**config.mk**
```make
export PLATFORM = sky130hd
export DESIGN_NAME = relu_quant
export DESIGN_NICKNAME = d
export VERILOG_FILES = /design/src/logic/conv_pkg.sv /design/src/logic/relu_quant.sv
export SDC_FILE = /design/constraint.sdc
export NUM_CORES = 1
export LEC_CHECK = 0
export BUFFER_PORTS_ARGS = -buffer_cell sky130_fd_sc_hd__buf_4
export CAP_MARGIN = 10
export CORE_AREA = 2 2 124 126
export DETAILED_ROUTE_END_ITERATION = 10
export DIE_AREA = 0 0 126 128
export SYNTH_ARGS = -nofsm -noshare
export SYNTH_HDL_FRONTEND = slang
export SYNTH_SLANG_ARGS = --single-unit
```
**constraint.sdc**
```tcl
create_clock -name clk -period 0.8 [get_ports clk]
set_clock_uncertainty 0.15 [all_clocks]
set_input_delay 0.08 -clock clk [delete_from_list [all_inputs] [get_ports clk]]
set_output_delay 0.08 -clock clk [all_outputs]
set_load 0.005 [all_outputs]
```
**src/logic/conv_pkg.sv**
```systemverilog
package conv_pkg;

  localparam int N_CH      = 4;   // input channels
  localparam int ROW_PIX   = 12;  // pixels per image row
  localparam int PAD_PIX   = 14;  // row plus one zero pixel each side
  localparam int PIX_W     = 8;
  localparam int WGT_W     = 4;   // signed weights
  localparam int K_ROWS    = 3;
  localparam int K_TAPS    = 3;
  localparam int IN_ROWS   = 8;   // rows per frame
  localparam int OUT_ROWS  = 6;   // no vertical padding
  localparam int ROW_AW    = 3;
  localparam int PSUM_W    = 18;  // 36 products of u8 x s4 plus headroom
  localparam int ACT_SHIFT = 4;

  // last read issue to falling busy: read, tag align, stage 1, stage 2, relu
  localparam int DRAIN_CYC = 5;

  // one input row, pixel 0 sits in the low byte of each channel
  typedef struct packed {
    logic [N_CH-1:0][ROW_PIX-1:0][PIX_W-1:0] ch;
  } pixel_row_t;

  // same row with zero pixels at index 0 and PAD_PIX-1
  typedef struct packed {
    logic [N_CH-1:0][PAD_PIX-1:0][PIX_W-1:0] ch;
  } padded_row_t;

  // tap 0 multiplies the left neighbour, tap 2 the right one
  typedef struct packed {
    logic [K_TAPS-1:0][N_CH-1:0][WGT_W-1:0] tap;  // two's complement
  } kernel_row_t;

  typedef kernel_row_t [K_ROWS-1:0] kernel_t;  // index 0 is the top kernel row

  typedef struct packed {
    logic       valid;
    logic [1:0] krow;   // kernel row for this image row
    logic       first;  // restart accumulation
    logic       last;   // output row complete
  } mac_tag_t;

  typedef struct packed {
    logic [ROW_PIX-1:0][PSUM_W-1:0] sum;  // two's complement per lane
  } psum_row_t;

  typedef struct packed {
    logic [ROW_PIX-1:0][PIX_W-1:0] pix;
  } act_row_t;

endpackage

```
**src/logic/relu_quant.sv**
```systemverilog
`timescale 1ns/1ps

module relu_quant (
  input  logic                 clk,
  input  logic                 rst_n,
  input  conv_pkg::psum_row_t  psum,
  input  logic                 psum_valid,
  output conv_pkg::act_row_t   dout,
  output logic                 dout_valid
);

  conv_pkg::act_row_t act;

  // relu, shift, clamp per lane
  always_comb begin
    logic signed [conv_pkg::PSUM_W-1:0] v;
    logic        [conv_pkg::PSUM_W-1:0] sh;
    for (int x = 0; x < conv_pkg::ROW_PIX; x++) begin
      v  = $signed(psum.sum[x]);
      sh = v >>> conv_pkg::ACT_SHIFT;
      if (v < 0) begin
        act.pix[x] = '0;
      end else if (sh > 18'(255)) begin
        act.pix[x] = {conv_pkg::PIX_W{1'b1}};  // saturate
      end else begin
        act.pix[x] = sh[conv_pkg::PIX_W-1:0];
      end
    end
  end

  always_ff @(posedge clk or negedge rst_n) begin
    if (!rst_n) begin
      dout_valid <= 1'b0;
    end else begin
      dout_valid <= psum_valid;
    end
  end

  always_ff @(posedge clk) begin
    if (psum_valid) begin
      dout <= act;  // held until next row
    end
  end

endmodule

```
### After elaboration in Yosys (flattened, before gate mapping)

Cells that the tools add are included.

* flip-flop bits (word level): 97
* bits of input ports: 219
* output and inout bits: 97
* logic and storage cells: 49

* magnitude comparators: 24
* multiplexer cells: 12

Operator list (number)
* 18-bit by 8-bit > comparator with 1-bit output, second input constant: 12
* 18-bit by 1-bit < comparator with 1-bit output, second input constant: 12
* 8-bit two-way mux: 12

### Longest topological paths before layout

* word-level depth: 2
* depth in mapped cells: 3
* gate-level depth less buffers: 2

### Least setup slack after synthesis

Ideal clock, no wire load.

* path type: in2reg
* start: input port psum[34] in the netlist's numbering
* end: register dout[14] in the netlist's numbering (data pin)
* setup time: 0.270 ns
* arrival: 0.570 ns
* data required time: 0.380 ns
* setup slack: -0.190 ns
* stages: 2
* path buffers: 0
* cell sequence: nor4_4 a21oi_1

* cells in the longest elaborated chain, start to end: 2
* elaborated cells on any way between the ends: 3
* those cells by class: order compare: 2; mux: 1

RTL lines
* start, declared: RTL line relu_quant.sv:6 `input conv_pkg::psum_row_t psum,`
* 18-bit by 8-bit > comparator with 1-bit output: RTL line relu_quant.sv:23 `end else if (sh > 18'(255)) begin`
* 8-bit two-way mux: RTL line relu_quant.sv:23
* end signal, assigned: RTL line relu_quant.sv:41 `dout <= act;`
* end, declared: RTL line relu_quant.sv:8 `output conv_pkg::act_row_t dout,`

Parallel ways exist; a longest one is shown, timed or not.
A chain may end at the register's enable or synchronous reset.

### Worst setup path in the final report

* start: register dout[13] in the netlist's numbering
* end: output port dout[13] in the netlist's numbering

No word-level cell between the ends.

==> flow_metrics.tcl <==
set metrics [dict create \
    run_status "finished with violations" \
    violations "hold timing, setup timing" \
    fin_total_pwr_mw 12.84 \
    synth-seq-cells 97 \
    synth.net_count 545 \
    worst_path_dominant_cell_family "flip-flops" \
    final.setup.worst_slack_ns -0.3559 \
    vias_per_cell 4.494 \
    gp_congestion 0.7992 \
    remaining_drc_errors 0 \
    cell_breakdown_of_the_critical_path "buf_6" \
    layout_worst_path_cycle_share_pct 144.5 \
    regArea_um2 2908 \
    first_pass_iters 4 \
    grt_pass1_vias 3603 \
    post_route_cell_area_um2 7029 \
    capturing_element_type_of_the_critical_path "output port" \
    die_h_um 128 \
    power.switching_mw 2.779 \
    detailedPlace.worstSlack_ns -0.3857 \
    relative_contribution_of_sequential_cells_to_total_power_pct 48.3 \
    postRouteAntennaNets 0 \
    detailroute.via_count 3564 \
    post_synth_instance_area_um2 4106 \
    critical-path-slowest-cell "edfxtp_1" \
    layout-drive-gt1-share_pct 55.70 \
    tritoncts.num_buffers 9 \
    area_of_combinational_cells_with_multiple_inputs_um2 1206 \
    clkSlewWorstSetupHoldPaths_ns 0.07 \
    per_cell_routed_wire_length_um 14.53 \
    htree_num_levels 3 \
    final-max-slew-violation-count 0 \
    final.hold.worst_slack_ns -0.08894 \
    post-cts-setup-buffers 0 \
    pwr-share-clk_pct 35.0 \
    layout.cells.most_common_list "231 x buf_4, 97 x nor2_1, 96 x edfxtp_1" \
    synth-seq-area-share_pct 70.81 \
    dr.first_iter.drc_count 150 \
    vdd_ir_drop_max_v 0.001038 \
    area_growth_syn_to_layout_pct 71.18 \
    synthDistinctLibCells 10 \
    drv_cap 0 \
    grt_max_degree 43 \
    cellInternalPower_mw 10.06 \
    worstMarginPinSlew_ns 0.2864 \
    grt.overflow.total 0 \
    timing.critical_path.slowest_cell_delay_ns 0.44 \
    post_layout_net_count 819 \
    final.min_clock_period_ns 1.156 \
    portBuffers 267 \
    initial_utilization_pct 27.63 \
    grt.total_usage_pct 13.81 \
    worst_hold_path_type "input pin to flip-flop" \
    rsz0062_at_grt "true" \
    post_detailed_routing_wire_length_mm 11.52 \
    p_sw_share_pct 21.65 \
    critical_path_launch_point_type "flip-flop" \
    clock_tree.buffer_depth 2 \
    row_count 45 \
    place_hpwl_mm 9.046 \
    clock_tree_from_tritoncts "done" \
    power.static_leakage_nw 2.936 \
    critical_path_peak_fanout 1 \
    timing.final.hold_violations 97 \
    final_common_cell "buf_4" \
    critical_path_class "flip-flop to output port" \
    timing.fmax_mhz 865.1 \
    die_width_um 126 \
    numClockSinks 97 \
    i_o_pin_cnt 316 \
    filler_cell_count 1414 \
    powerDensity_nw_per_um2 1827 \
    cts.root.buffer_cell "clkbuf_16" \
    final_standard_cell_count_with_taps_included_and_fillers_excluded 793 \
    number_of_placed_instances_with_taps_included 776 \
    syn_area_per_cell_um2 12.60 \
    grt_first_pass_wirelength_mm 17.68 \
    comb_power_share_pct 16.8 \
    area_post_placement_um2 6420 \
    fp.dieArea_um2 16130 \
    max_slew_margin_pct 80.83 \
    cts.hold.buffers_added 1 \
    grt_antenna_before_repair 0 \
    core-area_um2 14860 \
    antenna_cells 0 \
    cp_data_required_time_ns 0.57 \
    cp.arrival_ns 0.93 \
    post_synth_inst_count 326 \
    critPathBufInv 1 \
    yosysWarnings 0 \
    setup_viol_count_final 97 \
]
## cell usage after synthesis (all sizes together)
cell | instances | area [um2]
nor2 | 98 | 367.9
edfxtp | 96 | 2883
a21oi | 91 | 455.4
buf | 21 | 90.08
nor4 | 12 | 246.5
a31oi | 5 | 31.28
clkbuf | 2 | 7.510
dfrtp | 1 | 25.02
## per-stage QoR
| step | setup TNS (ns) | utilization (%) |
|---|---|---|
| after floorplan | -16.50 | - |
| after global placement | -40.63 | 43.19 |
| after detailed placement | -43.71 | 43.19 |
| final | -26.98 | 47.29 |
| after global routing | -30.45 | 47.29 |
| after CTS | -29.13 | 45.72 |
## repair_timing
item	in CTS	in global routing
pin swaps	2	9
setup endpoints to repair	104	131
hold endpoints to repair	98	98
gates resized for setup	15	62
## layer usage
metal	vias up	routed length, um	global-route usage, %
met5	-	0	0
met4	0	266	6.529
met3	18	798	3.548
met2	145	6125	24.00
met1	1657	4331	15.97
li1	1744	-	-
## registers in the layout, summed over array words and instances, names as in the netlist
register / count
dout: 96
dout_valid: 1
## path summary, 6_finish.rpt
path / from / to / slack, ns / depth (start not counted)
setup / recovery: dout[13] / dout[13] / -0.36 / 1
hold / removal: psum[130] / dout[56] / -0.09 / 3
max in group asynchronous: rst_n / dout_valid / 0.50 / 2
min in group asynchronous: rst_n / dout_valid / -0.08 / 2
## power groups by stage
stage	clock, mW	combinational, mW	sequential (mW)
floorplan	0	0.394	6.32
global placement	0	1.99	6.27
detailed placement	0	2.02	6.28
CTS	4.62	2.06	6.18
global route	4.83	2.33	6.23
finish	4.49	2.15	6.20
## cells by family after synthesis
group                  share of synthesized area (%)
AND/OR/NAND/NOR                                14.96
flip-flops                                     70.81
AO/OA/AOI/OAI                                  11.85
buffers and inverters                          2.377
## area by class of cell
| cell class | count | share of cell area [%] |
|---|---|---|
| flip-flops and latches | 97 | 41.37 |
| well taps | 188 | 3.346 |
| clock buffers | 9 | 3.204 |
| multi-input cells | 206 | 17.16 |
| repair buffers | 286 | 33.71 |
| clock inverters | 7 | 1.210 |
(Power assumes the default switching activity.)
