==> src/logic/conv_pkg.sv <==
package conv_pkg;

  localparam int N_CH      = 4;   // input channels
  localparam int ROW_PIX   = 12;  // pixels per image row
  localparam int PAD_PIX   = 14;  // row plus one zero pixel each side
  localparam int PIX_W     = 8;
  localparam int WGT_W     = 4;   // signed weights
  localparam int K_ROWS    = 3;
  localparam int K_TAPS    = 3;
  localparam int IN_ROWS   = 8;   // rows per frame
  localparam int OUT_ROWS  = 6;   // no vertical padding
  localparam int ROW_AW    = 3;
  localparam int PSUM_W    = 18;  // 36 products of u8 x s4 plus headroom
  localparam int ACT_SHIFT = 4;

  // last read issue to falling busy: read, tag align, stage 1, stage 2, relu
  localparam int DRAIN_CYC = 5;

  // one input row, pixel 0 sits in the low byte of each channel
  typedef struct packed {
    logic [N_CH-1:0][ROW_PIX-1:0][PIX_W-1:0] ch;
  } pixel_row_t;

  // same row with zero pixels at index 0 and PAD_PIX-1
  typedef struct packed {
    logic [N_CH-1:0][PAD_PIX-1:0][PIX_W-1:0] ch;
  } padded_row_t;

  // tap 0 multiplies the left neighbour, tap 2 the right one
  typedef struct packed {
    logic [K_TAPS-1:0][N_CH-1:0][WGT_W-1:0] tap;  // two's complement
  } kernel_row_t;

  typedef kernel_row_t [K_ROWS-1:0] kernel_t;  // index 0 is the top kernel row

  typedef struct packed {
    logic       valid;
    logic [1:0] krow;   // kernel row for this image row
    logic       first;  // restart accumulation
    logic       last;   // output row complete
  } mac_tag_t;

  typedef struct packed {
    logic [ROW_PIX-1:0][PSUM_W-1:0] sum;  // two's complement per lane
  } psum_row_t;

  typedef struct packed {
    logic [ROW_PIX-1:0][PIX_W-1:0] pix;
  } act_row_t;

endpackage

==> src/logic/row_store.sv <==
`timescale 1ns/1ps

module row_store (
  input  logic                          clk,
  input  logic                          rst_n,
  input  logic                          din_valid,
  input  conv_pkg::pixel_row_t          din,
  input  logic                          busy,
  input  logic                          frame_start,
  input  logic [conv_pkg::ROW_AW-1:0]   rd_addr,
  output conv_pkg::pixel_row_t          rd_data
);

  conv_pkg::pixel_row_t        mem [conv_pkg::IN_ROWS];
  logic [conv_pkg::ROW_AW-1:0] wr_ptr;
  logic                        wr_en;

  assign wr_en = din_valid && !busy;  // frame is frozen while processing

  // write pointer
  always_ff @(posedge clk or negedge rst_n) begin
    if (!rst_n) begin
      wr_ptr <= '0;
    end else if (frame_start) begin
      wr_ptr <= '0;  // next frame fills from row 0
    end else if (wr_en) begin
      wr_ptr <= wr_ptr + 1'b1;  // wraps after IN_ROWS rows
    end
  end

  // row memory
  always_ff @(posedge clk) begin
    if (wr_en) begin
      mem[wr_ptr] <= din;
    end
  end

  // one cycle read, runs every cycle
  always_ff @(posedge clk) begin
    rd_data <= mem[rd_addr];
  end

endmodule

==> config.mk <==
export PLATFORM = sky130hd
export DESIGN_NAME = row_store
export DESIGN_NICKNAME = d
export VERILOG_FILES = /design/src/logic/conv_pkg.sv /design/src/logic/row_store.sv
export SDC_FILE = /design/constraint.sdc
export NUM_CORES = 2
export LEC_CHECK = 0
export CORE_MARGIN = 1.5
export CORE_UTILIZATION = 60
export DETAILED_ROUTE_END_ITERATION = 10
export DONT_BUFFER_PORTS = 1
export PLACE_DENSITY = 0.84
export REMOVE_ABC_BUFFERS = 1
export SETUP_SLACK_MARGIN = 0.2
export SYNTH_ARGS = -nofsm -noshare
export SYNTH_HDL_FRONTEND = slang
export SYNTH_SLANG_ARGS = --single-unit
==> constraint.sdc <==
create_clock -name clk -period 43.1 [get_ports clk]
set_clock_uncertainty 0.1 [all_clocks]
set_input_delay 4.31 -clock clk [delete_from_list [all_inputs] [get_ports clk]]
set_output_delay 4.31 -clock clk [all_outputs]
set_load 0.01 [all_outputs]
# Yosys cells after proc, flatten, opt, wreduce, memory -nomap -nowiden
# Memory sizes are Yosys's and may differ from the RTL's. A register that Yosys moved wholly into a read port is not among the register bits.
# Cells that the tools add are included.
totals:
  regBits: 3
  ram_bits: 3072
  out_inout_bits: 384
  word_cells: 10
  memories: 1
mem_list:
  columns: ["name", "words", "word_bits", "rd", "rd_ports_with_merged_regs", "write_ports", "line_no", "text"]
  rows:
  - ["mem", 8, 384, 1, 1, 1, "row_store.sv:14", "conv_pkg::pixel_row_t mem [conv_pkg::IN_ROWS];"]
op_classes:
  add_sub_neg: 1
  mux: 4
  reduce_logical: 3
op_table:
  columns: ["cell", "n"]
  rows:
  - ["$mux 3", 2]
  - ["$add 3x1->3 const B", 1]
  - ["$mux 1", 2]
  - ["$reduce_bool 2->1", 1]
  - ["$logic_and 1x1->1", 1]
  - ["$logic_not 1->1", 1]

# Depth between registers and ports, before layout
logic_depth:
  ltp_word: 4
  ltp_mapped: 6
  depth_no_buf: 4

# Worst setup path after synthesis
# OpenSTA, ideal clock, no wires.
synth_timing:
  path_kind: "input-to-reg"
  start: "input port din_valid"
  end: "memory mem[0][0] (netlist name), enable pin"
  setup_ns: 1.600
  arrival_time_ns: 30.545
  required_time_ns: 41.400
  setup_slack_ns: 10.855
  stages: 3
  n_path_buf: 0
  cell_sequence: "nor2b_1 > nand2b_1 > nor3_1"
synth_via:
  elab_chain_cells: 3
synth_rtl:
  columns: ["element", "line_no", "text"]
  rows:
  - ["start: declaration", "row_store.sv:6", "input logic din_valid,"]
  - ["$logic_and 1x1->1", "row_store.sv:18", "assign wr_en = din_valid && !busy;"]
  - ["$mux 1", "row_store.sv:33", "if (wr_en) begin"]
  - ["$mux 1 (not written as such)", "row_store.sv:34", "mem[wr_ptr] <= din;"]
  - ["end: declaration", "row_store.sv:14", null]
# Every way passes these cells.

# Worst setup path after layout
layout_timing:
  start: "input port din_valid"
  end: "memory mem[2][256] (netlist name), enable pin"
# Same word-level chain as after synthesis.

==> key figures <==
Pwr
  – Switching share of power: 20.1%
  – PD cells: 50.5 nW/um2
  – Int Pwr: 0.00553 W
  – Seq pwr share: 54.5%
  – Final Total Pwr: 0.00691 W
  – Sw power: 0.00139 W
  – Peak VDD IR: 0.0405 mV
  – Logic pwr share: 2.7%
  – Share of power burned in the clock network: 42.7%
  – Leak: 43.3 nW

Setup path
  – Critical Path RT: 43.53 ns
  – CP Launch Type: input port
  – Crit path arrival time: 8.63 ns
  – R2R depth: 6
  – Setup crit end kind: flip-flop
  – Largest fanout on the critical path: 58
  – Critical path class: in -> reg

Routing
  – DR vias: 52,617
  – WL final: 277,000 um
  – Via/cell ratio: 6.58
  – Drt pass-1 iters: 5
  – Met2 routed WL: 142,000 um
  – Wl on met1: 91,900 um
  – Highest routed layer: met4
  – Metal3 WL: 27,000 um
  – Drt wl/cell: 34.6 um
  – Iter 0 DRT Violations: 6,089
  – Number of remaining DRC errors: 0
  – Antenna-violating nets left: 0

Run
  – Max_cap viols: 0

Floorplan
  – Cell Rows: 166
  – Die span in y: 456 um
  – Initial Util: 60.3%
  – Die Area: 208,000 um2
  – Core footprint: 204,000 um2
  – # IOs: 776
  – Die X: 456 um

Min path
  – Hold WC Path Type: reg -> reg
  – Worst hold path depth: 2

Clocking
  – Longest Clk Path Bufs: 4
  – Root Driver: clkbuf_16
  – CTS Buf Count: 341
  – CTS tree: done
  – Clk_lat worst skew: 0.96 ns
  – Clk slew on worst S/H paths: 0.06 ns
  – H-Tree Depth: 5
  – Num Clock Sinks: 3,459
  – CTS Hold Bufs: 0
  – PostCTS Resize Cnt: 0
  – Post-CTS setup buffers: 0

Run status
  – Outcome: finished with violations
  – Failing checks: slew limit

Synthesis
  – Yosys warns: 0
  – Number of flops mapped to enable cells by yosys: 3,072
  – Avg Inst Size Synth: 25.4 um2
  – Sequential share of the synthesized area: 81.3%
  – Synth Instances: 4,847
  – Synth area leader: edfxtp_1
  – Library cells used by synthesis: 20
  – Top-area cell type share of the netlist area: 75.0%
  – Post-Syn Area: 123,000 um2
  – Synthesized flop and latch total: 3,459
  – Top FF cell, synth: edfxtp_1
  – Synth area leaders: edfxtp_1 75%, mux4_2 14%, dfxtp_1 6.2%
  – Async set or reset register ratio after synthesis: 0.0867%

Cells and area
  – Final core utilization: 67.1%
  – Diode count: 0
  – Most frequent cells in the layout: 3,072 x edfxtp_1, 768 x mux4_2, 384 x mux2_2, 384 x dfxtp_1, 346 x clkbuf_16
  – Commonest non-fill, non-tap cell in the layout: edfxtp_1
  – NumNets Final: 5,432
  – Share of cells above drive strength 1: 32.5%
  – Synthesis-to-layout area growth: 11.3%

Placement
  – GP Congestion: 0.755
  – DP Wirelength: 132,000 um
  – # port buffers: 0

Timing
  – Worst Tran Pin Value: 2.20 ns
  – Final worst-path cycle share: 19.0%
  – Max Slew Vio Count: 232
  – Setup TNS: 0 ns
  – Slew HR: -46.9%
  – Unrepaired setup endpoints after global routing: false
  – Max Freq: 0.122 GHz
  – Final setup fails: 0
  – Hold WS: 0.524 ns
  – Hold Vio Cnt, Final: 0
  – Fin crit period: 8.20 ns

Global route
  – Largest net degree at the start of global routing: 769
  – Gr ovfl total: 0
  – First-pass GRT wire length: 397,000 um
  – Total GRT Usage: 26.4%
  – Initial antenna violation count: 0
  – Vias in the first global route: 55,257
cell usage after synthesis (2+ instances only):
master    count
dfrtp_1       3
buf_6        58
nand2_1       2
nor3_1        2
mux4_2      768
nor2_1        9
edfxtp_1   3072
mux2_2      384
dfxtp_1     384
buf_1        36
buf_2        33
nand2b_1      3
clkbuf_1     86
layout make-up:
| cell class | instances | area (um2) |
|---|---|---|
| Clock buffer | 458 | 9410 |
| Clock inverter | 149 | 1600 |
| Fill cell | 11345 | 67200 |
| Multi-Input combinational cell | 1174 | 21800 |
| Sequential cell | 3459 | 100000 |
| Tap cell | 2688 | 3360 |
| Timing Repair Buffer | 63 | 773 |
final timing paths:
kind	startpoint	end	slack, ns
worst max-delay path	din_valid	mem[2][256]	34.90
worst min-delay path	mem[2][267]	rd_data[267]	0.52
worst max register to register	wr_ptr[1]	mem[0][382]	38.21
worst min register to register	mem[2][267]	rd_data[267]	0.52
max in group asynchronous	rst_n	wr_ptr[0]	39.90
min in group asynchronous	rst_n	wr_ptr[1]	2.94
registers in the layout, indices dropped and copies added (netlist names):
register,flops
mem,3072
rd_data,384
wr_ptr,3
power groups by stage:
stage | clock network, W | logic [W] | registers, W
floorplan | 0 | 0.000121 | 0.00384
global placement | 0 | 0.000142 | 0.00384
detailed placement | 0 | 0.000146 | 0.00384
CTS | 0.00299 | 0.000154 | 0.00377
global route | 0.00311 | 0.000199 | 0.00377
finish | 0.00295 | 0.000189 | 0.00377
critical path: stages:
cell and delay [ns]:
nor2b_1 0.38, nand2_1 0.36, nor3_2 0.25, buf_4 0.79, buf_4 0.81, buf_4 0.78, buf_4 0.81
kinds of logic after synthesis:
group | count (synthesis) | share of synthesized area, %
flops | 3459 | 81.3
mux | 1153 | 17.6
buf+inv | 214 | 1.04
simple gates | 18 | 0.0681
xor+xnor | 2 | 0.0142
fa+ha+maj | 1 | 0.0102
metal layers:
metal | up-vias | GRT usage [%]
met4 | 0 | 13.4
met5 | - | 0
li1 | 20879 | -
met3 | 600 | 7.58
met1 | 28022 | 31.8
met2 | 3116 | 43.9
metrics by stage:
stage	instances	setup slack (ns)	area [um2]
after CTS	7981	34.94	137000
after detailed placement	7374	34.01	126000
after floorplan	4633	10.86	122000
after global routing	7991	34.74	137000
final	7991	34.90	137000
after global placement	7374	34.02	126000
Note: power is estimated with default switching activity, not from simulation.
