**src/logic/conv_pkg.sv**
```systemverilog
package conv_pkg;

  localparam int N_CH      = 4;   // input channels
  localparam int ROW_PIX   = 12;  // pixels per image row
  localparam int PAD_PIX   = 14;  // row plus one zero pixel each side
  localparam int PIX_W     = 8;
  localparam int WGT_W     = 4;   // signed weights
  localparam int K_ROWS    = 3;
  localparam int K_TAPS    = 3;
  localparam int IN_ROWS   = 8;   // rows per frame
  localparam int OUT_ROWS  = 6;   // no vertical padding
  localparam int ROW_AW    = 3;
  localparam int PSUM_W    = 18;  // 36 products of u8 x s4 plus headroom
  localparam int ACT_SHIFT = 4;

  // last read issue to falling busy: read, tag align, stage 1, stage 2, relu
  localparam int DRAIN_CYC = 5;

  // one input row, pixel 0 sits in the low byte of each channel
  typedef struct packed {
    logic [N_CH-1:0][ROW_PIX-1:0][PIX_W-1:0] ch;
  } pixel_row_t;

  // same row with zero pixels at index 0 and PAD_PIX-1
  typedef struct packed {
    logic [N_CH-1:0][PAD_PIX-1:0][PIX_W-1:0] ch;
  } padded_row_t;

  // tap 0 multiplies the left neighbour, tap 2 the right one
  typedef struct packed {
    logic [K_TAPS-1:0][N_CH-1:0][WGT_W-1:0] tap;  // two's complement
  } kernel_row_t;

  typedef kernel_row_t [K_ROWS-1:0] kernel_t;  // index 0 is the top kernel row

  typedef struct packed {
    logic       valid;
    logic [1:0] krow;   // kernel row for this image row
    logic       first;  // restart accumulation
    logic       last;   // output row complete
  } mac_tag_t;

  typedef struct packed {
    logic [ROW_PIX-1:0][PSUM_W-1:0] sum;  // two's complement per lane
  } psum_row_t;

  typedef struct packed {
    logic [ROW_PIX-1:0][PIX_W-1:0] pix;
  } act_row_t;

endpackage

```
**src/logic/window_sequencer.sv**
```systemverilog
`timescale 1ns/1ps

module window_sequencer (
  input  logic                          clk,
  input  logic                          rst_n,
  input  logic                          frame_end,
  input  conv_pkg::pixel_row_t          rd_data,
  output logic [conv_pkg::ROW_AW-1:0]   rd_addr,
  output logic                          frame_start,
  output logic                          busy,
  output conv_pkg::padded_row_t         row_pad,
  output conv_pkg::mac_tag_t            tag
);

  logic [conv_pkg::ROW_AW-1:0] out_row;
  logic [1:0]                  k_row;
  logic                        running;   // read issue phase
  logic [2:0]                  drain_cnt;
  logic                        last_rd;
  conv_pkg::mac_tag_t          iss_tag;   // tag of the read issued this cycle

  assign frame_start = frame_end && !busy;  // frame_end ignored while busy
  assign last_rd     = running && (out_row == 3'(conv_pkg::OUT_ROWS - 1))
                       && (k_row == 2'(conv_pkg::K_ROWS - 1));

  // output row / kernel row walk, one read per cycle
  always_ff @(posedge clk or negedge rst_n) begin
    if (!rst_n) begin
      running   <= 1'b0;
      busy      <= 1'b0;
      out_row   <= '0;
      k_row     <= '0;
      drain_cnt <= '0;
      rd_addr   <= '0;
      iss_tag   <= '0;
    end else begin
      iss_tag.valid <= 1'b0;
      if (frame_start) begin
        running <= 1'b1;
        busy    <= 1'b1;
        out_row <= '0;
        k_row   <= '0;
      end else if (running) begin
        rd_addr       <= out_row + {1'b0, k_row};  // image row r+k
        iss_tag.valid <= 1'b1;
        iss_tag.krow  <= k_row;
        iss_tag.first <= (k_row == 2'd0);
        iss_tag.last  <= (k_row == 2'(conv_pkg::K_ROWS - 1));
        if (k_row == 2'(conv_pkg::K_ROWS - 1)) begin
          k_row   <= '0;
          out_row <= out_row + 1'b1;
        end else begin
          k_row <= k_row + 1'b1;
        end
        if (last_rd) begin
          running   <= 1'b0;
          drain_cnt <= 3'(conv_pkg::DRAIN_CYC);  // wait for pipeline to empty
        end
      end else if (drain_cnt != '0) begin
        drain_cnt <= drain_cnt - 1'b1;
        if (drain_cnt == 3'd1) begin
          busy <= 1'b0;  // last dout_valid is leaving now
        end
      end
    end
  end

  // tag follows the registered read by one cycle
  always_ff @(posedge clk or negedge rst_n) begin
    if (!rst_n) begin
      tag <= '0;
    end else begin
      tag <= iss_tag;
    end
  end

  // horizontal zero padding on every channel
  always_comb begin
    for (int c = 0; c < conv_pkg::N_CH; c++) begin
      row_pad.ch[c] = {{conv_pkg::PIX_W{1'b0}}, rd_data.ch[c], {conv_pkg::PIX_W{1'b0}}};
    end
  end

endmodule

```
**config.mk**
```make
export PLATFORM = sky130hd
export DESIGN_NAME = window_sequencer
export DESIGN_NICKNAME = d
export VERILOG_FILES = /design/src/logic/conv_pkg.sv /design/src/logic/window_sequencer.sv
export SDC_FILE = /design/constraint.sdc
export NUM_CORES = 1
export LEC_CHECK = 0
export BUFFER_PORTS_ARGS = -buffer_cell sky130_fd_sc_hd__buf_2
export CORE_AREA = 4 4 330 332
export CTS_CLUSTER_DIAMETER = 200
export CTS_CLUSTER_SIZE = 24
export DETAILED_ROUTE_END_ITERATION = 6
export DIE_AREA = 0 0 334 336
export PLACE_DENSITY = 0.3
export SLEW_MARGIN = 30
export SYNTH_ARGS = -nofsm -noshare
export SYNTH_HDL_FRONTEND = slang
export SYNTH_SLANG_ARGS = --single-unit
```
**constraint.sdc**
```tcl
create_clock -name clk -period 1.85 [get_ports clk]
set_input_delay 0 -clock clk [delete_from_list [all_inputs] [get_ports clk]]
set_output_delay 0 -clock clk [all_outputs]
set_load 0.05 [all_outputs]
```
# Word level (Yosys, flattened, before mapping)
# Index checks and enable logic that the tools add are counted.
classes:
  add_sub_neg: 4
  eq_ne: 5
  n_mux: 18
  bitwise: 1
  reduce_logical: 15
op_table:
  columns: ["op", "count"]
  rows:
  - ["two-way mux 3 bit", 6]
  - ["two-way mux 5 bit", 2]
  - ["nonzero test 2 bit", 5]
  - ["two-way mux 1 bit", 7]
  - ["two-way mux 2 bit", 3]
  - ["AND reduction 3 bit", 2]
  - ["AND reduction 2 bit", 2]
  - ["adder 3 x 1 -> 3 bit, second input constant", 1]
  - ["adder 3 x 2 -> 3 bit", 1]
  - ["equality test 3 x 1 -> 1 bit, second input constant", 1]
  - ["equality test 3 bit, second input constant", 1]
  - ["logical AND 1 bit", 3]
  - ["nonzero test 3 bit", 1]
  - ["subtractor 3 x 1 -> 3 bit, second input constant", 1]
  - ["adder 2 x 1 -> 2 bit, second input constant", 1]
  - ["equality test 2 bit, second input constant", 1]
  - ["zero test 2 bit", 1]
  - ["!= test 2 x 1 -> 1 bit, second input constant", 1]
  - ["!= test 2 bit, second input constant", 1]
  - ["zero test 1 bit", 1]
  - ["NOT 1 bit", 1]
word_totals:
  regBits: 23
  input_bits: 387
  out_inout_bits: 458
  wordCells: 57

# Longest topological paths before layout
# Gate-level depths: netlist of run 1.
depth:
  depth_word: 6
  ltp_mapped: 5
  ltp_nobuf: 5

# Worst setup path after synthesis of run 1
# No wires, ideal clock.
synth_path:
  path_kind: "register to register"
  startpoint: "register busy"
  endpoint: "register drain_cnt[0]"
  setup_time_ps: 125
  arrival_time_ps: 1524
  setup_slack_ps: 201
  stages_incl_launch_ff: 6
  path_buffers: 1
  synth_period_minus_slack_ps: 1649
  cell_sequence: "dfrtp_1 -> nand2b_4 -> inv_2 -> buf_2 -> a211oi_1 -> mux2_2"
synth_between:
  elab_chain_cells: 4
synth_rtl:
  columns: ["element", "line_no", "source"]
  rows:
  - ["from (decl)", "window_sequencer.sv:10", "output logic busy,"]
  - ["from (signal assigned)", "window_sequencer.sv:30", "busy <= 1'b0;"]
  - ["from (signal assigned)", "window_sequencer.sv:40", "busy <= 1'b1;"]
  - ["from (signal assigned)", "window_sequencer.sv:62", "busy <= 1'b0;"]
  - ["zero test 1 bit", "window_sequencer.sv:22", "assign frame_start = frame_end && !busy;"]
  - ["logical AND 1 bit", "window_sequencer.sv:22", null]
  - ["via frame_start", "window_sequencer.sv:9", "output logic frame_start,"]
  - ["NOT 1 bit (no source line)", null, null]
  - ["AND reduction 3 bit (no source line)", null, null]
  - ["to (signal assigned)", "window_sequencer.sv:57", "drain_cnt <= 3'(conv_pkg::DRAIN_CYC);"]
  - ["to (signal assigned)", "window_sequencer.sv:60", "drain_cnt <= drain_cnt - 1'b1;"]
  - ["to (decl)", "window_sequencer.sv:18", "logic [2:0] drain_cnt;"]
# The timed path passes the listed nets, and every way through them passes these cells.
# A chain may end at the register's enable or synchronous reset.

# Final worst setup path of run 1
layout_path:
  startpoint: "register out_row[0] (netlist bit)"
  endpoint: "register rd_addr[2] (netlist bit)"
layout_between:
  elab_chain_cells: 1
layout_rtl:
  columns: ["element", "line_no", "source"]
  rows:
  - ["from (decl)", "window_sequencer.sv:15", "logic [conv_pkg::ROW_AW-1:0] out_row;"]
  - ["from (signal assigned)", "window_sequencer.sv:51", "out_row <= out_row + 1'b1;"]
  - ["adder 3 x 2 -> 3 bit", "window_sequencer.sv:44", "rd_addr <= out_row + {1'b0, k_row};"]
  - ["to (signal assigned)", "window_sequencer.sv:44", null]
  - ["to (decl)", "window_sequencer.sv:8", "output logic [conv_pkg::ROW_AW-1:0] rd_addr,"]
# Every way passes these cells.

==> results of run 1 <==
-- layer usage --
| layer | track usage | wire length, µm | up-vias |
|---|---|---|---|
| met5 | 0 | 0 | - |
| met4 | 0.01903 | 1130 | 0 |
| met3 | 0.07406 | 9365 | 112 |
| met2 | 0.05253 | 9533 | 471 |
| met1 | 0.008638 | 1976 | 511 |
| li1 | - | - | 374 |
-- path summary, 6_finish.rpt --
check	start	to	slack [ns]	depth (start not counted)
setup / recovery	out_row[0]	rd_addr[2]	0.35	5
setup reg to reg	out_row[0]	rd_addr[2]	0.35	5
min in group asynchronous	rst_n	tag[3]	0.27	2
hold reg to reg	iss_tag[4]	tag[4]	0.35	0
hold / removal	rd_data[187]	row_pad[211]	0.00002	0
max in group asynchronous	rst_n	out_row[2]	1.21	2
-- power by group --
part | leakage, nW | switching (mW) | internal, mW
combinational | 0.478 | 0.951 | 0.390
sequential | 0.270 | 0.157 | 0.741
clock | 0.0382 | 0.176 | 0.294
-- critical path, cell delays in order, from the launching register on --
cell and delay, ns:
dfrtp_1 0.41, ha_1 0.17, inv_1 0.05, fa_1 0.37, xnor2_1 0.14, mux2_2 0.25
-- registers in the layout, summed over array words and instances, names as in the netlist --
name	cells
iss_tag	5
tag	5
drain_cnt	3
out_row	3
rd_addr	3
k_row	2
busy	1
running	1
-- Yosys cell counts, types with 2 or more instances --
| cell | number | area share |
|---|---|---|
| a211oi_1 | 2 | 0.0034 |
| and3b_1 | 2 | 0.0040 |
| buf_2 | 2 | 0.0023 |
| buf_4 | 448 | 0.77 |
| dfrtp_1 | 23 | 0.13 |
| ha_1 | 6 | 0.017 |
| inv_1 | 7 | 0.0060 |
| mux2_2 | 5 | 0.013 |
| nand2_1 | 4 | 0.0034 |
| nand4b_1 | 2 | 0.0040 |
| nor2_1 | 7 | 0.0060 |
| o21ai_0 | 5 | 0.0057 |
| xnor2_1 | 2 | 0.0040 |
-- area by class of cell --
cell class | count | area share
Tap cell | 1403 | 0.5585
Multi-Input combinational cell | 113 | 0.1990
Sequential cell | 23 | 0.1831
Clock buffer | 4 | 0.02508
Timing Repair Buffer | 14 | 0.02468
Inverter | 8 | 0.009554
-- cells by family (layout without fill, tap and decap cells) --
group	Yosys count	in the layout	synth area share
mux	6	6	0.01518
xor+xnor	3	3	0.006017
flops	23	23	0.1318
fa+ha+maj	7	7	0.02177
compound gates	13	13	0.01891
buf+inv	458	26	0.7791
simple gates	20	20	0.02636
other cells	1	64	0.0008585
-- stage by stage --
step	power, mW	instance area [µm²]	std cells	worst slack [ns]
4_1_cts	2.747	3143	1565	0.3385
6_report	2.709	3143	1565	0.3510
3_3_place_gp	2.263	3054	1560	0.3600
3_5_place_dp	2.265	3054	1560	0.3427
5_1_grt	2.903	3143	1565	0.2611
2_1_floorplan	4.337	4604	594	0.2009
==> summary.md, run 1 <==
| Metric | Value |
|---|---|
| Outcome | `completed` |
| Max cap viols | `0` |
| Fin crit share | `0.8103` |
| Max Slew Vio Count | `0` |
| Final hold violations | `0` |
| Wire length per cell | `14.06 µm` |
| Clk Latency, worst-skew pair | `0.25 ns` |
| Net count, final | `557` |
| Register Area | `575.6 µm²` |
| Antenna-violating nets left | `0` |
| Die Span Y | `336 µm` |
| EDFF count, synth | `0` |
| CTS resizes | `0` |
| Min-delay worst type | `in2out` |
| Static Leak | `0.7868 nW` |
| DIE AREA | `0.1122 mm²` |
| Core Util, Final | `0.02957` |
| Hold buffers post-CTS | `1` |
| Worst rel slew slack | `0.6330` |
| Register area share after synthesis | `0.1318` |
| Area of the multi-input gates | `625.6 µm²` |
| CTS tree | `yes` |
| Cells after Synth | `531` |
| 1st-iter DRT viols | `54` |
| Commonest non-fill, non-tap cell in the layout | `conb_1` |
| Worst-Margin Slew | `0.5506 ns` |
| H-tree Lvls | `1` |
| Largest net degree at the start of global routing | `24` |
| Hold Slack | `0.00001931 ns` |
| Synthesized area per cell | `8.226 µm²` |
| Die X-Extent | `334 µm` |
| Gpl congestion | `0.5972` |
| Worst VDD drop | `330.0 µV` |
| Gr ovfl total | `0` |
| Dominant synthesized flop cell | `dfrtp_1` |
| Post-layout minimum cycle time | `1.499 ns` |
| Port Buf Inserts | `12` |
| CP Data Arrival Time | `1.64 ns` |
| Setup TNS Final | `0 ns` |
| Synth unique cells | `29` |
| Setup crit end kind | `register` |
| Tot GR Track Use | `0.03577` |
| Max Freq | `0.6671 GHz` |
| Initial antenna violation count | `0` |
| Worst Path Required | `1.99 ns` |
| Layout cells sized above 1 | `0.1420` |
| Areal power density over the cells | `861.8 mW/mm²` |
| Syn. warnings | `0` |
| First-pass GRT wire length | `24610 µm` |
| Clk pin slew, worst setup/hold paths | `0.06 ns` |
| Routed wire length | `22010 µm` |
| Row cnt | `120` |
| Clock sinks | `23` |
| DR vias/cell | `0.9380` |
| First drt pass iteration count | `4` |
| Vias in the first global route | `1516` |
| Clock Skews | `0.001675 ns` |
| Cell Area, Synth | `0.004368 mm²` |
| Postcts setup bufs | `0` |
| Number of diodes | `0` |
| Starting Density | `0.04109` |
| CTS Buf Count | `3` |
| RSZ-0062 raised after global routing | `false` |
| CP max FO | `4` |
| Final setup viols | `0` |
| I/O pin total | `845` |
| Startpoint Class | `register` |
| Fill cells | `12710` |
| Core ar. | `0.1063 mm²` |
| Layout area overhead | `-28.04%` |
| Commonest non-fill, non-tap cells in the layout | `64 x conb_1, 23 x dfrtp_1, 12 x buf_2` |
| Root Driver | `clkbuf_16` |
| Seq cells post-synth | `23` |
| DP HPWL | `20040 µm` |
| Via count | `1468` |
| Async SR Flop Fraction | `1.000` |
| DRC | `0` |
| Clk buf depth | `2` |
| CP Class | `reg2reg` |
Power figures use the tool's default switching activity.
==> inputs of run 2 (changes only) <==
Clock period 1.85 ns to 1.55 ns, I/O delays scaled along.
==> summary.md, run 2 (same netlist as run 1, synthesis figures left out) <==
| Metric | Value |
|---|---|
| Starting Density | `0.04109` |
| Worst Path Required | `1.69 ns` |
| Worst-Margin Slew | `0.5356 ns` |
| Layout area overhead | `-26.50%` |
| Worst rel slew slack | `0.6429` |
| Crit-path slowest cell | `or3_1` |
| Post-placement setup slack | `0.06969 ns` |
| Die X-Extent | `334 µm` |
| First drt pass iteration count | `4` |
| Biggest regs | `iss_tag: 5 flops, tag: 5 flops` |
| Number of instances in the placed design | `1563` |
| CP Data Arrival Time | `1.66 ns` |
| I/O pin total | `845` |
| Root Driver | `clkbuf_16` |
| Row cnt | `120` |
| DIE AREA | `0.1122 mm²` |
| Layout cells sized above 1 | `0.1988` |
| Clock Skews | `0.0009844 ns` |
| Setup TNS Final | `0 ns` |
| Max Slew Vio Count | `0` |
| CP Class | `reg2reg` |
| Number of diodes | `0` |
| Worst flop-to-flop path startpoint | `drain_cnt[1]` |
| DRC | `0` |
| Commonest non-fill, non-tap cells in the layout | `64 x conb_1, 22 x dfrtp_1, 12 x buf_2` |
| RSZ-0062 raised after global routing | `true` |
| Final setup viols | `0` |
| Antenna-violating nets left | `0` |
| Net count, final | `561` |
| First-pass GRT wire length | `24140 µm` |
| Gpl congestion | `0.6107` |
| Max Freq | `0.6586 GHz` |
| Post-route worst setup slack | `0.03156 ns` |
| Areal power density over the cells | `1058 mW/mm²` |
| Clk buf depth | `2` |
| Post-layout minimum cycle time | `1.518 ns` |
| Clock sinks | `23` |
| Post-route insts no fill | `1569` |
| CP max FO | `4` |
| Commonest non-fill, non-tap cell in the layout | `conb_1` |
| Core Util, Final | `0.03020` |
| Critical path, cell by cell | `inv_1 > ha_4 > nor3b_4 > or3_1 > mux2_4` |
| Initial antenna violation count | `0` |
| CP max stage delay | `0.39 ns` |
| Startpoint Class | `register` |
| Die Span Y | `336 µm` |
| Hold Crit Start | `rd_data[104]` |
| Vias in the first global route | `1548` |
| Area of the multi-input gates | `658.1 µm²` |
| H-tree Lvls | `1` |
| Port Buf Inserts | `12` |
| Setup crit end kind | `register` |
| 1st-iter DRT viols | `30` |
| CTS tree | `yes` |
| Static Leak | `0.8192 nW` |
| CTS Buf Count | `3` |
| Routed wire length | `21460 µm` |
| Post-layout power | `3.397 mW` |
| Clk Latency, worst-skew pair | `0.26 ns` |
| DR vias/cell | `0.9305` |
| Largest net degree at the start of global routing | `24` |
| Clk pin slew, worst setup/hold paths | `0.06 ns` |
| Worst VDD drop | `356.2 µV` |
| Register Area | `576.8 µm²` |
| Fill cells | `12720` |
| Fin crit share | `0.9796` |
| Min-delay worst type | `in2out` |
| Max cap viols | `0` |
| Via count | `1460` |
| Tot GR Track Use | `0.03474` |
| Critical Path Start | `drain_cnt[1]` |
| Final hold violations | `0` |
| Wire length per cell | `13.67 µm` |
| Gr ovfl total | `0` |
| Outcome | `completed` |
| Core ar. | `0.1063 mm²` |
| DP HPWL | `19700 µm` |
run 2: changes by cell type in the layout (fill, tap and decap cells not counted), sizes merged:
| cell | change |
|---|---|
| clkinvlp | +1 |
| clkbuf | -1 |
| buf | +4 |
run 2: layout make-up:
cell class / count / share of cell area
Clock buffer: 3 / 0.02338
Clock inverter: 1 / 0.002338
Inverter: 8 / 0.009353
Multi-Input combinational cell: 113 / 0.2050
Sequential cell: 23 / 0.1797
Tap cell: 1403 / 0.5468
Timing Repair Buffer: 18 / 0.03352
run 2: worst paths after layout:
check	depth (start not counted)	slack (ns)	end
setup / recovery	5	0.03	drain_cnt[0]
hold / removal	0	0.00002	row_pad[128]
setup reg to reg	5	0.03	drain_cnt[0]
hold reg to reg	0	0.36	tag[4]
max in group asynchronous	2	0.90	busy
min in group asynchronous	2	0.26	tag[4]
run 2: per-layer routing:
metal  GRT usage  vias to the layer above  wire length (µm)
li1            -                      385                 -
met3     0.06247                      119              7982
met1    0.009717                      518              2164
met5   0.0004255                        -                 0
met4     0.02568                        0              1749
met2     0.05310                      438              9559
run 2: power by group:
part	switching [mW]	leakage [nW]	internal [mW]
Combinational	1.22	0.512	0.563
Clock	0.228	0.0371	0.350
Sequential	0.153	0.270	0.886
Total	1.60	0.819	1.80
run 2: stage by stage:
step                area [µm²]  hold slack, ns
floorplan                 4608         -0.2956
global placement          3078       0.0003409
finish                    3211      0.00001932
CTS                       3171       0.0003409
global route              3211      0.00007186
detailed placement        3078       0.0003409
run 2: worst max-delay path: cells and delay by family, from the launching register on:
| kind | cells | cell delay, ns |
|---|---|---|
| fa+ha+maj | 1 | 0.18 |
| buf+inv | 1 | 0.09 |
| flops | 1 | 0.32 |
| mux | 1 | 0.28 |
| simple gates | 2 | 0.54 |
run 2: timing repair:
action	4_1_cts	5_1_grt
hold buffers	1	0
resized for setup	0	7
endpoints found under the hold margin	23	0
setup buffers	0	1
setup endpoints to repair	0	2
